--- config.mk ---
export PLATFORM = sky130hd
export DESIGN_NAME = ptw_miss_queue_top
export DESIGN_NICKNAME = d
export VERILOG_FILES = /design/src/ptw_mmu_pkg.sv /design/src/ptw_queue_pkg.sv /design/src/ptw_miss_match.sv /design/src/ptw_walk_select.sv /design/src/ptw_pte_update.sv /design/src/ptw_miss_store.sv /design/src/ptw_miss_queue_top.sv
export VERILOG_INCLUDE_DIRS = /design/src
export SDC_FILE = /design/constraint.sdc
export NUM_CORES = 1
export LEC_CHECK = 0
export BUFFER_PORTS_ARGS = -buffer_cell sky130_fd_sc_hd__buf_2
export CAP_MARGIN = 30
export CORE_MARGIN = 2
export CORE_UTILIZATION = 32
export DETAILED_ROUTE_END_ITERATION = 8
export PLACE_DENSITY = 0.57
export SKIP_LAST_GASP = 1
export SYNTH_ARGS = -nofsm -noshare
export SYNTH_HDL_FRONTEND = slang
export SYNTH_SLANG_ARGS = --single-unit
--- constraint.sdc ---
create_clock -name clk -period 5.25 [get_ports clk]
set_input_delay 1.05 -clock clk [delete_from_list [all_inputs] [get_ports clk]]
set_output_delay 1.05 -clock clk [all_outputs]
set_load 0.01 [all_outputs]
--- src/ptw_config.svh ---
// queue depth, address, page and table index widths of the page-table walker
`ifndef PTW_CONFIG_SVH
`define PTW_CONFIG_SVH

`default_nettype none

// ============================================================
// miss queue
// ============================================================
`define PTW_MISSQ_SIZE 8

// ============================================================
// address and field widths
// ============================================================
`define PTW_ADR_W 32
`define PTW_ASID_W 8

// 8 KiB pages
`define PTW_PAGE_SHIFT 13

// two-level table, 8-byte PTEs
`define PTW_L0_BITS 10
`define PTW_L1_BITS 9
`define PTW_PTE_SHIFT 3

`default_nettype wire

`endif

--- src/ptw_mmu_pkg.sv ---
// MMU address, page number, ASID and table level types
`include "ptw_config.svh"

`default_nettype none

package ptw_mmu_pkg;

	// ============================================================
	// addresses and page numbers
	// ============================================================
	typedef logic [`PTW_ADR_W-1:0] address_t;

	// virtual page number, the address bits above the page offset
	typedef logic [`PTW_ADR_W-`PTW_PAGE_SHIFT-1:0] vpn_t;

	// physical page number as returned in a PTE
	typedef logic [`PTW_ADR_W-`PTW_PAGE_SHIFT-1:0] ppn_t;

	typedef logic [`PTW_ASID_W-1:0] asid_t;

	// ============================================================
	// table levels
	// ============================================================
	// 1 is the top table, 0 holds the leaf PTEs
	typedef logic level_t;

	localparam level_t LVL_TOP  = 1'b1;
	localparam level_t LVL_LEAF = 1'b0;

endpackage

`default_nettype wire

--- src/ptw_queue_pkg.sv ---
// miss queue index type and miss queue entry struct
`include "ptw_config.svh"

`default_nettype none

package ptw_queue_pkg;

	// ============================================================
	// queue index
	// ============================================================
	typedef logic [$clog2(`PTW_MISSQ_SIZE)-1:0] mq_ndx_t;

	// ============================================================
	// one miss queue entry
	// ============================================================
	typedef struct packed {
		// entry holds a pending miss
		logic valid;
		// a walk request is in flight for this entry
		logic outstanding;
		// level of the table entry named by tadr
		ptw_mmu_pkg::level_t level;
		ptw_mmu_pkg::asid_t asid;
		// missing virtual address
		ptw_mmu_pkg::address_t vadr;
		// address of the next table entry to read
		ptw_mmu_pkg::address_t tadr;
	} mq_entry_t;

endpackage

`default_nettype wire

--- src/ptw_miss_match.sv ---
// duplicate and free entry search, first table address, in_que and miss_drop strobes
`include "ptw_config.svh"

`default_nettype none

module ptw_miss_match (
	input  logic clk,
	input  logic rst,
	input  logic tlb_miss,
	input  ptw_mmu_pkg::asid_t miss_asid,
	input  ptw_mmu_pkg::address_t miss_adr,
	input  ptw_mmu_pkg::address_t ptbr_base,
	input  ptw_mmu_pkg::level_t ptbr_level,
	input  ptw_queue_pkg::mq_entry_t [`PTW_MISSQ_SIZE-1:0] entries,
	output logic alloc,
	output ptw_queue_pkg::mq_ndx_t alloc_ndx,
	output ptw_queue_pkg::mq_entry_t alloc_entry,
	output logic in_que,
	output logic miss_drop
);
	import ptw_mmu_pkg::*;
	import ptw_queue_pkg::*;

	logic hit;
	logic free_found;
	mq_ndx_t free_ndx;
	vpn_t miss_vpn;
	address_t l1_off;
	address_t l0_off;
	address_t first_tadr;

	assign miss_vpn = miss_adr[`PTW_ADR_W-1:`PTW_PAGE_SHIFT];

	// ============================================================
	// search the queue
	// ============================================================
	// same ASID and same virtual page is a duplicate
	always_comb begin
		hit = 1'b0;
		for (int i = 0; i < `PTW_MISSQ_SIZE; i++) begin
			if (entries[i].valid && entries[i].asid == miss_asid &&
				entries[i].vadr[`PTW_ADR_W-1:`PTW_PAGE_SHIFT] == miss_vpn) begin
				hit = 1'b1;
			end
		end
	end

	// scan downwards so the lowest free index wins
	always_comb begin
		free_found = 1'b0;
		free_ndx = '0;
		for (int i = `PTW_MISSQ_SIZE - 1; i >= 0; i--) begin
			if (!entries[i].valid) begin
				free_found = 1'b1;
				free_ndx = mq_ndx_t'(i);
			end
		end
	end

	// ============================================================
	// new entry
	// ============================================================
	// PTE offsets into the top and leaf tables
	assign l1_off = address_t'({miss_adr[`PTW_ADR_W-1 -: `PTW_L1_BITS],
		{`PTW_PTE_SHIFT{1'b0}}});
	assign l0_off = address_t'({miss_adr[`PTW_PAGE_SHIFT +: `PTW_L0_BITS],
		{`PTW_PTE_SHIFT{1'b0}}});

	assign first_tadr = ptbr_base + ((ptbr_level == LVL_TOP) ? l1_off : l0_off);

	always_comb begin
		alloc_entry.valid = 1'b1;
		alloc_entry.outstanding = 1'b0;
		alloc_entry.level = ptbr_level;
		alloc_entry.asid = miss_asid;
		alloc_entry.vadr = miss_adr;
		alloc_entry.tadr = first_tadr;
	end

	assign alloc = tlb_miss && !hit && free_found;
	assign alloc_ndx = free_ndx;

	// status strobes, one cycle after the miss
	always_ff @(posedge clk) begin
		if (rst) begin
			in_que <= 1'b0;
			miss_drop <= 1'b0;
		end else begin
			in_que <= tlb_miss && hit;
			miss_drop <= tlb_miss && !hit && !free_found;
		end
	end

endmodule

`default_nettype wire

--- src/ptw_walk_select.sv ---
// next unissued entry select and registered walk request
`include "ptw_config.svh"

`default_nettype none

module ptw_walk_select (
	input  logic clk,
	input  logic rst,
	input  ptw_queue_pkg::mq_entry_t [`PTW_MISSQ_SIZE-1:0] entries,
	output logic issue,
	output ptw_queue_pkg::mq_ndx_t issue_ndx,
	output logic walk_req,
	output ptw_queue_pkg::mq_ndx_t walk_ndx,
	output ptw_mmu_pkg::address_t walk_tadr
);
	import ptw_queue_pkg::*;

	logic found;
	mq_ndx_t sel_ndx;

	// lowest entry that waits for a walk
	always_comb begin
		found = 1'b0;
		sel_ndx = '0;
		for (int i = `PTW_MISSQ_SIZE - 1; i >= 0; i--) begin
			if (entries[i].valid && !entries[i].outstanding) begin
				found = 1'b1;
				sel_ndx = mq_ndx_t'(i);
			end
		end
	end

	// store marks it outstanding at the same edge as the request
	assign issue = found;
	assign issue_ndx = sel_ndx;

	always_ff @(posedge clk) begin
		if (rst)
			walk_req <= 1'b0;
		else
			walk_req <= found;
	end

	always_ff @(posedge clk) begin
		if (found) begin
			walk_ndx <= sel_ndx;
			walk_tadr <= entries[sel_ndx].tadr;
		end
	end

endmodule

`default_nettype wire

--- src/ptw_pte_update.sv ---
// PTE response handling, level-0 table address and completed translation
`include "ptw_config.svh"

`default_nettype none

module ptw_pte_update (
	input  logic clk,
	input  logic rst,
	input  logic pte_valid,
	input  ptw_queue_pkg::mq_ndx_t pte_ndx,
	input  ptw_mmu_pkg::ppn_t pte_ppn,
	input  ptw_queue_pkg::mq_entry_t [`PTW_MISSQ_SIZE-1:0] entries,
	output logic descend,
	output ptw_queue_pkg::mq_ndx_t descend_ndx,
	output ptw_mmu_pkg::address_t descend_tadr,
	output logic retire,
	output ptw_queue_pkg::mq_ndx_t retire_ndx,
	output logic tlb_update,
	output ptw_mmu_pkg::asid_t upd_asid,
	output ptw_mmu_pkg::vpn_t upd_vpn,
	output ptw_mmu_pkg::ppn_t upd_ppn
);
	import ptw_mmu_pkg::*;
	import ptw_queue_pkg::*;

	mq_entry_t resp;

	// entry the response belongs to
	assign resp = entries[pte_ndx];

	// ============================================================
	// top table response
	// ============================================================
	// PPN names the leaf table, index it with the level-0 bits
	assign descend = pte_valid && (resp.level == LVL_TOP);
	assign descend_ndx = pte_ndx;
	assign descend_tadr = {pte_ppn, resp.vadr[`PTW_PAGE_SHIFT +: `PTW_L0_BITS],
		{`PTW_PTE_SHIFT{1'b0}}};

	// ============================================================
	// leaf table response
	// ============================================================
	// entry is freed at the response edge
	assign retire = pte_valid && (resp.level == LVL_LEAF);
	assign retire_ndx = pte_ndx;

	always_ff @(posedge clk) begin
		if (rst)
			tlb_update <= 1'b0;
		else
			tlb_update <= retire;
	end

	// translation for the TLB
	always_ff @(posedge clk) begin
		if (retire) begin
			upd_asid <= resp.asid;
			upd_vpn <= resp.vadr[`PTW_ADR_W-1:`PTW_PAGE_SHIFT];
			upd_ppn <= pte_ppn;
		end
	end

endmodule

`default_nettype wire

--- src/ptw_miss_store.sv ---
// miss queue entry array with allocate, issue, descend and retire writes
`include "ptw_config.svh"

`default_nettype none

module ptw_miss_store (
	input  logic clk,
	input  logic rst,
	// new miss
	input  logic alloc,
	input  ptw_queue_pkg::mq_ndx_t alloc_ndx,
	input  ptw_queue_pkg::mq_entry_t alloc_entry,
	// walk request sent
	input  logic issue,
	input  ptw_queue_pkg::mq_ndx_t issue_ndx,
	// top level response
	input  logic descend,
	input  ptw_queue_pkg::mq_ndx_t descend_ndx,
	input  ptw_mmu_pkg::address_t descend_tadr,
	// leaf response
	input  logic retire,
	input  ptw_queue_pkg::mq_ndx_t retire_ndx,
	output ptw_queue_pkg::mq_entry_t [`PTW_MISSQ_SIZE-1:0] entries
);
	import ptw_mmu_pkg::*;

	// ============================================================
	// entry array
	// ============================================================
	// the four writes target different entries in any one cycle
	always_ff @(posedge clk) begin
		if (rst) begin
			entries <= '0;
		end else begin
			// only an invalid entry is allocated
			if (alloc)
				entries[alloc_ndx] <= alloc_entry;

			// only an idle entry is issued
			if (issue)
				entries[issue_ndx].outstanding <= 1'b1;

			// walk continues in the leaf table
			if (descend) begin
				entries[descend_ndx].level <= LVL_LEAF;
				entries[descend_ndx].tadr <= descend_tadr;
				entries[descend_ndx].outstanding <= 1'b0;
			end

			// translation done, entry is free again
			if (retire) begin
				entries[retire_ndx].valid <= 1'b0;
				entries[retire_ndx].outstanding <= 1'b0;
			end
		end
	end

endmodule

`default_nettype wire

--- src/ptw_miss_queue_top.sv ---
// page-table walker miss queue top level with match, select, update and store blocks
`include "ptw_config.svh"

`default_nettype none

module ptw_miss_queue_top (
	input  logic clk,
	input  logic rst,
	// TLB miss
	input  logic tlb_miss,
	input  ptw_mmu_pkg::asid_t miss_asid,
	input  ptw_mmu_pkg::address_t miss_adr,
	input  ptw_mmu_pkg::address_t ptbr_base,
	input  ptw_mmu_pkg::level_t ptbr_level,
	output logic in_que,
	output logic miss_drop,
	// walk request
	output logic walk_req,
	output ptw_queue_pkg::mq_ndx_t walk_ndx,
	output ptw_mmu_pkg::address_t walk_tadr,
	// PTE response
	input  logic pte_valid,
	input  ptw_queue_pkg::mq_ndx_t pte_ndx,
	input  ptw_mmu_pkg::ppn_t pte_ppn,
	// TLB update
	output logic tlb_update,
	output ptw_mmu_pkg::asid_t upd_asid,
	output ptw_mmu_pkg::vpn_t upd_vpn,
	output ptw_mmu_pkg::ppn_t upd_ppn
);
	import ptw_mmu_pkg::*;
	import ptw_queue_pkg::*;

	mq_entry_t [`PTW_MISSQ_SIZE-1:0] entries;
	logic alloc;
	mq_ndx_t alloc_ndx;
	mq_entry_t alloc_entry;
	logic issue;
	mq_ndx_t issue_ndx;
	logic descend;
	mq_ndx_t descend_ndx;
	address_t descend_tadr;
	logic retire;
	mq_ndx_t retire_ndx;

	ptw_miss_match ptw_miss_match_inst (
		.clk(clk),
		.rst(rst),
		.tlb_miss(tlb_miss),
		.miss_asid(miss_asid),
		.miss_adr(miss_adr),
		.ptbr_base(ptbr_base),
		.ptbr_level(ptbr_level),
		.entries(entries),
		.alloc(alloc),
		.alloc_ndx(alloc_ndx),
		.alloc_entry(alloc_entry),
		.in_que(in_que),
		.miss_drop(miss_drop)
	);

	ptw_walk_select ptw_walk_select_inst (
		.clk(clk),
		.rst(rst),
		.entries(entries),
		.issue(issue),
		.issue_ndx(issue_ndx),
		.walk_req(walk_req),
		.walk_ndx(walk_ndx),
		.walk_tadr(walk_tadr)
	);

	ptw_pte_update ptw_pte_update_inst (
		.clk(clk),
		.rst(rst),
		.pte_valid(pte_valid),
		.pte_ndx(pte_ndx),
		.pte_ppn(pte_ppn),
		.entries(entries),
		.descend(descend),
		.descend_ndx(descend_ndx),
		.descend_tadr(descend_tadr),
		.retire(retire),
		.retire_ndx(retire_ndx),
		.tlb_update(tlb_update),
		.upd_asid(upd_asid),
		.upd_vpn(upd_vpn),
		.upd_ppn(upd_ppn)
	);

	ptw_miss_store ptw_miss_store_inst (
		.clk(clk),
		.rst(rst),
		.alloc(alloc),
		.alloc_ndx(alloc_ndx),
		.alloc_entry(alloc_entry),
		.issue(issue),
		.issue_ndx(issue_ndx),
		.descend(descend),
		.descend_ndx(descend_ndx),
		.descend_tadr(descend_tadr),
		.retire(retire),
		.retire_ndx(retire_ndx),
		.entries(entries)
	);

endmodule

`default_nettype wire

### Word level (Yosys, flattened, before mapping)

Index checks and enable logic that the tools add are counted.

| operators by class | value |
|---|---|
| bitwise logic cells | 1 |
| muxes and demuxes | 71 |
| reduce and logical (&&, ||, !) cells | 43 |
| add/subtract/negate cells | 1 |
| order comparisons | 6 |
| equal/unequal tests | 16 |

Operators with widths:

| cell | number |
|---|---|
| $bwmux W600 | 7 |
| $mux W600 | 7 |
| $demux W75 S3 | 6 |
| $bmux W75 S3 | 2 |
| $eq A19 B19 Y1 | 8 |
| $mux W75 | 2 |
| $mux W74 | 2 |
| $mux W73 | 2 |
| $eq A8 B8 Y1 | 8 |
| $mux W32 | 2 |
| $mux W3 | 16 |
| $logic_and A1 B1 Y1 | 33 |
| $add A32 B32 Y32 | 1 |
| $mux W1 | 24 |
| $mux W13 | 1 |
| $lt A3 B4 Y1 const B | 3 |
| $logic_not A1 Y1 | 10 |
| $ge A3 B1 Y1 const B | 3 |
| $not A1 Y1 | 1 |

| word-level totals | value |
|---|---|
| word-level logic and storage cells | 195 |
| register bits after elaboration | 685 |
| output and inout bits | 85 |
| input port bits | 99 |

### Longest topological paths before layout

Gate-level depths: netlist of run 1.

| depth | value |
|---|---|
| depth after elaboration | 27 |
| mapped depth | 14 |
| gate-level depth less buffers | 11 |

### Modules after synthesis

From an unflattened synthesis of run 1, not the netlist that was laid out.

| unflattened totals | value |
|---|---|
| cells, all modules | 4,065 |
| area total of the unflattened synthesis | 34,840.9 um^2 |

Modules (own cells, without submodules):

| module | cells an instance | sequential area each (um^2) | area an instance (um^2) | instances |
|---|---|---|---|---|
| ptw_miss_store | 3,071 | 12,011.5 | 23,745.3 | 1 |
| ptw_miss_match | 517 | 40.0 | 4,083.9 | 1 |
| ptw_pte_update | 192 | 1,401.3 | 3,543.4 | 1 |
| ptw_walk_select | 285 | 1,071.0 | 3,468.3 | 1 |

### Worst setup path before layout of run 1

No wires, ideal clock.

| timing path | value |
|---|---|
| path kind | in2reg |
| from | in pte_ndx[0] |
| to | reg ptw_miss_store_inst.entries[149] (netlist name) |
| stages on the path | 6 |
| setup time | 251 ps |
| data arrival time | 4,562 ps |
| data required time | 4,999 ps |
| path slack | 437 ps |
| cell sequence | buf_6 -> mux4_2 -> mux2_2 -> buf_6 -> nor2_1 -> a221oi_1 |

| on the way | value |
|---|---|
| elaborated cells between the ends (all ways) | 21 |
| classes of those cells | 2 x order compare; 15 x mux; 1 x bitwise; 3 x reduce/logical |

RTL lines:

| what | RTL line | RTL |
|---|---|---|
| start: declaration | ptw_miss_queue_top.sv:23 | `input ptw_queue_pkg::mq_ndx_t pte_ndx,` |
| $bmux W75 S3 | ptw_pte_update.sv:29 | `assign resp = entries[pte_ndx];` |
| $mux W73 (implied by the code) | ptw_pte_update.sv:29 |  |
| $not A1 Y1 | ptw_pte_update.sv:44 | `assign retire = pte_valid && (resp.level == LVL_LEAF);` |
| $logic_and A1 B1 Y1 | ptw_pte_update.sv:44 |  |
| named net ptw_miss_store_inst.retire | ptw_miss_store.sv:21 | `input logic retire,` |
| $mux W600 | ptw_miss_store.sv:51 | `if (retire) begin` |

The timed path passes the listed nets, and every way through them passes these cells. The select of a mux whose other input is x is not followed.
A chain may end at the register's enable or synchronous reset.

### Worst setup path in the final report of run 1

| timing path | value |
|---|---|
| from | in ptbr_level |
| to | reg ptw_miss_store_inst.entries[549] (netlist name) |

| on the way | value |
|---|---|
| longest elaborated chain between the ends | 16 |

RTL lines:

| what | RTL line | RTL |
|---|---|---|
| start: declaration | ptw_miss_queue_top.sv:14 | `input ptw_mmu_pkg::level_t ptbr_level,` |
| $mux W13 * | ptw_miss_match.sv:69 | `assign first_tadr = ptbr_base + ((ptbr_level == LVL_TOP) ? l1_off : l0_off);` |
| $add A32 B32 Y32 * | ptw_miss_match.sv:69 |  |
| $bwmux W600 * | ptw_miss_store.sv:37 | `entries[alloc_ndx] <= alloc_entry;` |
| $mux W600 * | ptw_miss_store.sv:36 | `if (alloc)` |
| $mux W600 * | ptw_miss_store.sv:32 | `if (rst) begin` |
| $bwmux W600 | ptw_miss_store.sv:41 | `entries[issue_ndx].outstanding <= 1'b1;` |
| $mux W600 * | ptw_miss_store.sv:40 | `if (issue)` |
| $mux W600 * | ptw_miss_store.sv:32 |  |
| $bwmux W600 | ptw_miss_store.sv:45 | `entries[descend_ndx].level <= LVL_LEAF;` |
| $bwmux W600 | ptw_miss_store.sv:46 | `entries[descend_ndx].tadr <= descend_tadr;` |
| $bwmux W600 | ptw_miss_store.sv:47 | `entries[descend_ndx].outstanding <= 1'b0;` |
| $mux W600 * | ptw_miss_store.sv:44 | `if (descend) begin` |
| $mux W600 * | ptw_miss_store.sv:32 |  |
| $bwmux W600 | ptw_miss_store.sv:52 | `entries[retire_ndx].valid <= 1'b0;` |
| $bwmux W600 | ptw_miss_store.sv:53 | `entries[retire_ndx].outstanding <= 1'b0;` |
| $mux W600 * | ptw_miss_store.sv:51 |  |

Mark *: on every way between the ends. The rest lies on a longest branch, timed or not. The select of a mux whose other input is x is not followed.

==> summary by stage, run 1 <==
Outcome
The run finished with clean final reports.

Synth
The synthesized netlist occupies a cell area of 31970 um2. Ranked by instance count, the synthesized netlist is headed by sky130_fd_sc_hd__dfxtp_1, sky130_fd_sc_hd__o21ai_0, sky130_fd_sc_hd__nand3_1. The synthesized netlist cell count is 3669. Counting flops with a built-in enable in the synthesized netlist gives 81. The async set-or-reset flop fraction in the synthesized netlist is 0%.

In the synthesized netlist the dominant register cell turns out to be sky130_fd_sc_hd__dfxtp_1. The share of synthesized area in the top cell type comes to 31.31%. The number of register bits inferred by synthesis is 581. The number of nets in the synthesized netlist is ~3800. The post-synthesis average cell area is around 8.7 um2.

The register area share after synthesis is 38.92%. The number of distinct library cell variants in the gate-level netlist after synthesis is between 70 and 80. After synthesis, the cell types taking the most area are sky130_fd_sc_hd__dfxtp_1, sky130_fd_sc_hd__edfxtp_1, sky130_fd_sc_hd__xnor2_1. Yosys printed 0 warnings. The largest total area in the synthesized netlist belongs to sky130_fd_sc_hd__dfxtp_1. The most frequently used cell type in the post-synthesis netlist is sky130_fd_sc_hd__dfxtp_1.

Floorplanning
184 I/O pins were placed. The total area inside the core boundary comes to a little under 100000 um2. The standard-cell row count is 115.

The die covers 102400 um2. The effective utilization at floorplan is approximately a third. From left edge to right edge, the die measures 320.1 um. The floorplan step set the die height to 320.1 um.

Timing
Across all hold checks on the routed design, the worst slack comes to 473.6 ps. The worst pin sits at a relative slew slack of 29.39%. For this run, the top clock speed supported by timing is 244.9 MHz. The max-slew violation count is 0. Setup repair after global routing left no endpoint under its margin. The setup-violating endpoint count in the final report is 0. The share of the clock period used by the worst path after layout is 77.78%. The setup clock skew after layout is 40.64 ps. The final period demand of the worst path is 4083 ps. The final hold violation count was 0. After routing, the total negative slack on setup checks comes to 0 ps.

The pin slew with the least headroom to its limit is between 1000 and 1500 ps.

Pwr
The leakage power figure is 11.16 nW. Per report_power, the combinational group accounts for between 10% and 20% of the total. The share of power burned in the clock network is between 40% and 50%. The largest vdd supply drop is 0.2418 mV. Of the total power, the share spent switching nets is 27.88%. In this run the power density over the cells is 311.5 nW/um2. The reported net switching power is 3.115 mW. The register share of total power is a little over two fifths. The total internal power is 8.059 mW.

Clocking
For the worst-skew pair, the clock arrives at the later sink with an insertion delay of 670 ps. The clock tree from TritonCTS is yes. The post-cts resize count is 0. The root buffer cell is sky130_fd_sc_hd__clkbuf_16. The number of setup buffers added after CTS is 0. The hold buffer count at CTS is 0. Clock-pin slew was measured on the worst setup and hold paths at 60 ps. CTS saw 581 sinks. The number of buffers added by the clock tree synthesis step is 73. The number of H-tree branching levels is 3. Counting along the longest clock path gives a buffer depth of 3.

Place
The count of input and output buffers is 170. The post-detailed-placement half-perimeter wirelength is 92010 um. The number of placed instances, taps included, is 4791. The congestion estimate from routability-driven global placement came to 1.003.

Layout
The layout has a little over 10000 filler cells. The non-filler instance count after layout is 4924. The area of the multi-input gates is 17480 um2. In the final layout, flip-flops and latches occupy 12440 um2. For this run, the post-layout net count is 3690.

For this run, the share of the core covered by cells in the final layout is between 30% and 40%. The synthesis-to-finish area growth is 12.22%. The post-route netlist has 14.11% of its cells at a drive strength greater than 1.

Critical path
The register-to-register path setup slack is 1730 ps. The startpoint kind of the worst setup timing path is an input pin. Data on the critical path is required at its endpoint by 5830 ps. The worst reg2reg path startpoint is ptw_miss_store_inst.entries[449]$_SDFF_PP0_. The start-to-end type of the worst setup path is input pin to flip-flop. The capture point of the critical path is ptw_miss_store_inst.entries[549]$_SDFF_PP0_.

The maximum fanout along the worst path is 12. The length in cells of the worst reg-to-reg path is 9. The sort of element at the end of the critical path is a flip-flop.

The signal arrival time at the worst endpoint is 4660 ps. The launch point of the critical path is ptbr_level. The capture instance of the worst register-to-register path is ptw_walk_select_inst.walk_tadr[10]$_DFFE_PN_.

Drt
The detailed-route wire length is 141900 um. The post-route antenna net violation count is 0. The detailed-route vias per instance is 6.353. For this run, design rule violations remaining after detail routing come to 0. The first detailed-routing pass took 6 iterations.

The count of routing violations after the opening detailed-route iteration is 4199. After detailed routing, the average wire length per cell comes to 28.81 um. The total via count after detailed routing is 31281.

Global routing
The number of global-route vias before repair is 28877. The maximum number of pins on one net before global-route repair is 136. The initial antenna violation count is 11.

The global route total overflow is 0. The first global-routing pass estimated 205700 um of wire. Across every metal layer, demand over resource in global routing totals 26.62%.

Min path
The worst hold-check path type is flip-flop to flip-flop.

Flow run
The number of maximum-capacitance constraint violations is 0.
power groups by stage:
| stage | combinational [mW] | sequential (mW) | clock (mW) |
|---|---|---|---|
| 2_1_floorplan | 0.694 | 4.81 | 0 |
| 5_1_grt | 1.28 | 4.70 | 5.47 |
| 3_3_place_gp | 1.20 | 4.79 | 0 |
| 6_report | 1.24 | 4.69 | 5.24 |
| 3_5_place_dp | 1.20 | 4.79 | 0 |
| 4_1_cts | 1.21 | 4.69 | 5.32 |
worst max-delay path: stages:
cell and delay [ps]:
sky130_fd_sc_hd__buf_2 300, sky130_fd_sc_hd__mux2i_1 580, sky130_fd_sc_hd__inv_1 100, sky130_fd_sc_hd__ha_1 290
sky130_fd_sc_hd__a21oi_1 300, sky130_fd_sc_hd__o2111ai_1 270, sky130_fd_sc_hd__a31oi_2 520, sky130_fd_sc_hd__or2_2 240
sky130_fd_sc_hd__o22a_1 540, sky130_fd_sc_hd__nand4_1 180, sky130_fd_sc_hd__a311oi_1 270
cells in the final DEF (no fill, tap or decap), drive strengths merged, types with 51 or more instances in the layout:
master  count
a21oi     292
a221o      51
a22oi     142
buf       277
clkbuf    106
dfxtp     500
edfxtp     81
mux2i      97
nand2     142
nand3     298
nand3b     64
nand4     199
nor2       97
nor3b     105
nor4       75
o211ai     66
o21ai     352
xnor2     226
metrics by stage:
step | cell area (um2) | total power [mW] | worst slack [ps]
after global placement | 33370 | 5.984 | 710.8
final | 35870 | 11.17 | 1167
after global routing | 35870 | 11.46 | 1070
after CTS | 35850 | 11.22 | 1338
after floorplan | 31970 | 5.500 | 437.1
after detailed placement | 33410 | 5.991 | 670.0
layer usage:
layer  vias up  global-route usage (%)  routed length [um]
met1     15406                   35.59               58490
met2      1781                   41.30               63030
met3       372                   5.117               12910
li1      13710                       -                   -
met5         -                       0                  91
met4        12                   12.37                7356
worst min path at each step:
stage | startpoint | endpoint | cells after the start
floorplan | ptw_miss_store_inst.entries[597]$_SDFF_PP0_ | ptw_miss_store_inst.entries[597]$_SDFF_PP0_ | 2
global placement | ptw_miss_store_inst.entries[527]$_SDFF_PP0_ | ptw_miss_store_inst.entries[527]$_SDFF_PP0_ | 2
detailed placement | ptw_miss_store_inst.entries[597]$_SDFF_PP0_ | ptw_miss_store_inst.entries[597]$_SDFF_PP0_ | 2
CTS | ptw_miss_store_inst.entries[597]$_SDFF_PP0_ | ptw_miss_store_inst.entries[597]$_SDFF_PP0_ | 2
global route | ptw_miss_store_inst.entries[1]$_SDFF_PP0_ | ptw_miss_store_inst.entries[1]$_SDFF_PP0_ | 2
finish | ptw_miss_store_inst.entries[1]$_SDFF_PP0_ | ptw_miss_store_inst.entries[1]$_SDFF_PP0_ | 2
cells by family (layout without fill, tap and decap cells):
logic type                 count (synthesis)  in the layout  synth area share, %
other                                      0              2                    0
adders and majority gates                 11             11               0.4540
AOI/OAI and AO/OA                       1108           1108                22.34
and+or+nand+nor                         1132           1132                20.29
buffers and inverters                    462            428                6.928
xor gates and xnor gates                 235            235                6.439
DFF                                      581            581                38.92
muxes                                    140            140                4.622
area by class of cell:
type | count | area share, %
inverter | 21 | 0.2197
tap | 1287 | 4.489
antenna | 2 | 0.01395
clock inverter | 24 | 0.7987
timing repair buffer | 277 | 5.078
sequential | 581 | 34.68
clock buffer | 106 | 6.003
multi-input combinational | 2626 | 48.71
Note: power is estimated with default switching activity, not from simulation.
==> run 2: changes to the inputs <==
- clock period: 5.25 -> 4 ns (I/O delays scaled with it)
==> summary by stage, run 2 (synthesis gave the netlist of run 1 again) <==
Layout
In the layout the commonest cells are sky130_fd_sc_hd__dfxtp_1, sky130_fd_sc_hd__o21ai_0, sky130_fd_sc_hd__nand3_1, sky130_fd_sc_hd__a21oi_1, sky130_fd_sc_hd__xnor2_1. After the last flow step, the layout net total stands at 3797. The most common library cell in the layout ignoring fill and taps is sky130_fd_sc_hd__dfxtp_1. Relative to the synthesized area, the layout overhead comes to 15.83%.

The ratio of cells with drive above 1 in the final layout is 16.52%.

Flow run
The number of maximum-capacitance constraint violations is 0.

Pwr
VDD sags by at most 0.2591 mV. For this design the ratio of total power to cell area is 400.8 nW/um2. The leakage power figure is around 12 nW.

Timing
The final hold violation count was 0. Subtracting the final worst setup slack from the clock period gives around 3500 ps. Setup repair after global routing left no endpoint under its margin. The max-slew violation count is 0.

The share of the clock period used by the worst path after layout is 88.62%. The final setup slack of the worst path is 455.3 ps. Headroom to the max-slew limit came out at between 20% and 30%. The setup clock skew after layout is 23.99 ps.

The final-layout setup total negative slack is 0 ps. At the pin with the least slew margin, the transition time is 1054 ps. The setup-violating endpoint count in the final report is 0. The fmax is 282.1 MHz.

Global routing
The fraction of met2 tracks used by global routing is ~43%. The global route total overflow is 0. The number of global-route vias before repair is 29333. Global routing consumed, on the met3 layer, 5.060% of the routing resources. The global-route wire length before repair is 211900 um. The maximum number of pins on one net before global-route repair is 138.

The global-route usage over all layers is 27.63%. The initial antenna violation count was 11. The most congested layer reported by global routing is met2. The met1 demand-to-capacity share in global routing is 36.53%.

Critical path
The launch point of the critical path is ptbr_level. The start-to-end type of the worst setup path is input pin to flip-flop. In this run the worst setup path terminates at ptw_miss_store_inst.entries[25]$_SDFF_PP0_. The signal arrival time at the worst endpoint is 4010 ps. The maximum fanout along the worst path is 9. The worst setup path is launched from an input pin.

The register-to-register path setup slack is roughly 670 ps. The startpoint identified for the worst register-to-register timing path is ptw_miss_store_inst.entries[449]$_SDFF_PP0_. In this run the critical register-to-register path is captured at ptw_walk_select_inst.walk_tadr[11]$_DFFE_PN_.

Counting cells, the worst reg-to-reg path comes to 8. The data required time at the worst endpoint is 4470 ps. The sort of element at the end of the critical path is a flip-flop.

Place
In this run the tool buffered the top-level ports with 170 buffer cells. The post-detailed-placement half-perimeter wirelength is 98390 um. Timing analysis after detailed placement gives a worst setup slack of -78.05 ps. The congestion estimate from routability-driven global placement came to 1.025.

Clocking
Clock tree synthesis selected as its root buffer the cell sky130_fd_sc_hd__clkbuf_16. Counting along the longest clock path gives a buffer depth of 3. The post-cts resize count is 0. For this design, the CTS-stage hold fixing added 0 buffers. TritonCTS built the clock tree. After clock tree synthesis, the clock-pin slew on the worst setup and hold paths is 60 ps.

The post-CTS setup buffer count is 0. The number of clock sinks is between 500 and 600. At the later pin of the worst-skew pair, clock insertion delay measures 640 ps. The number of H-tree branching levels is 3. TritonCTS created 71 clock buffers.

Floorplanning
The core region is 98710 um2. Once the floorplan was initialized, standard cells occupied 32.39% of the core. The horizontal die dimension is around 320 um.

The top-level I/O count is about 180. The die covers 102400 um2. From bottom edge to top edge, the die measures 320.1 um. The standard-cell row count is 115.

Drt
The post-route antenna net violation count is 0. For this block, the initial DRC count from the detailed router was about 4100. After detailed routing, the number of remaining DRC violations is 0. The number of iterations in the first detailed-routing pass is 6.

In the final routed layout, each cell accounts on average for 29.23 um. After detailed routing, the number of vias per cell comes to ~6.3. The detailed-route wire length is 147200 um.

The total via count after detailed routing is around 32000.

Min path
The worst hold-check path type is input pin to flip-flop.

Outcome
The run finished with clean final reports.
-- run 2: metrics by stage --
| step | hold WS [ps] | total power [mW] | cells | utilization [%] | area [um2] |
|---|---|---|---|---|---|
| floorplan | 446.5 | 7.218 | 3669 | - | 31970 |
| global placement | 457.7 | 7.984 | 4900 | 34.99 | 34540 |
| detailed placement | 467.9 | 7.989 | 4901 | 35.01 | 34560 |
| CTS | 326.5 | 14.86 | 5033 | 37.50 | 37020 |
| global route | 353.1 | 15.20 | 5034 | 37.51 | 37020 |
| finish | 343.9 | 14.84 | 5036 | 37.51 | 37030 |
-- run 2: worst min-delay path by stage --
stage	slack, ps	to	startpoint	cells after the start
CTS	330	ptw_pte_update_inst.upd_ppn[0]$_DFFE_PP_	pte_ppn[0]	1
global placement	460	ptw_miss_store_inst.entries[222]$_SDFF_PP0_	ptw_miss_store_inst.entries[222]$_SDFF_PP0_	2
floorplan	450	ptw_miss_store_inst.entries[597]$_SDFF_PP0_	ptw_miss_store_inst.entries[597]$_SDFF_PP0_	2
global route	350	ptw_pte_update_inst.upd_ppn[0]$_DFFE_PP_	pte_ppn[0]	1
detailed placement	470	ptw_miss_store_inst.entries[375]$_SDFF_PP0_	ptw_miss_store_inst.entries[375]$_SDFF_PP0_	2
finish	340	ptw_pte_update_inst.upd_ppn[0]$_DFFE_PP_	pte_ppn[0]	1
-- run 2: final cells by class --
class,instances,area [um2]
tap,1287,1610
timing repair buffer,386,2958
fill,10060,61680
multi-input combinational,2626,17470
inverter,21,78.83
antenna,3,7.507
clock inverter,29,371.6
clock buffer,103,2087
sequential,581,12440
-- run 2: per-layer routing --
layer	share of wire (%)	vias up
met5	0.024	-
met4	5.3	6
met3	9.2	403
met2	45	1888
met1	41	15415
li1	-	13925
-- run 2: power by group --
group / switching [mW] / internal [mW] / total, mW
clock network: 2.77 / 4.16 / 6.93
registers: 0.0734 / 6.08 / 6.16
logic: 1.20 / 0.554 / 1.75
total: 4.04 / 10.8 / 14.8
-- run 2: critical path: stages --
cell and delay [ps]:
sky130_fd_sc_hd__buf_2 270, sky130_fd_sc_hd__mux2_2 420, sky130_fd_sc_hd__ha_1 200, sky130_fd_sc_hd__inv_1 80
sky130_fd_sc_hd__fa_1 210, sky130_fd_sc_hd__nor2b_1 80, sky130_fd_sc_hd__o31a_1 280, sky130_fd_sc_hd__o2111ai_1 220
sky130_fd_sc_hd__buf_4 200, sky130_fd_sc_hd__and2_1 170, sky130_fd_sc_hd__nor2_1 70, sky130_fd_sc_hd__xnor2_1 780
sky130_fd_sc_hd__o311ai_1 210
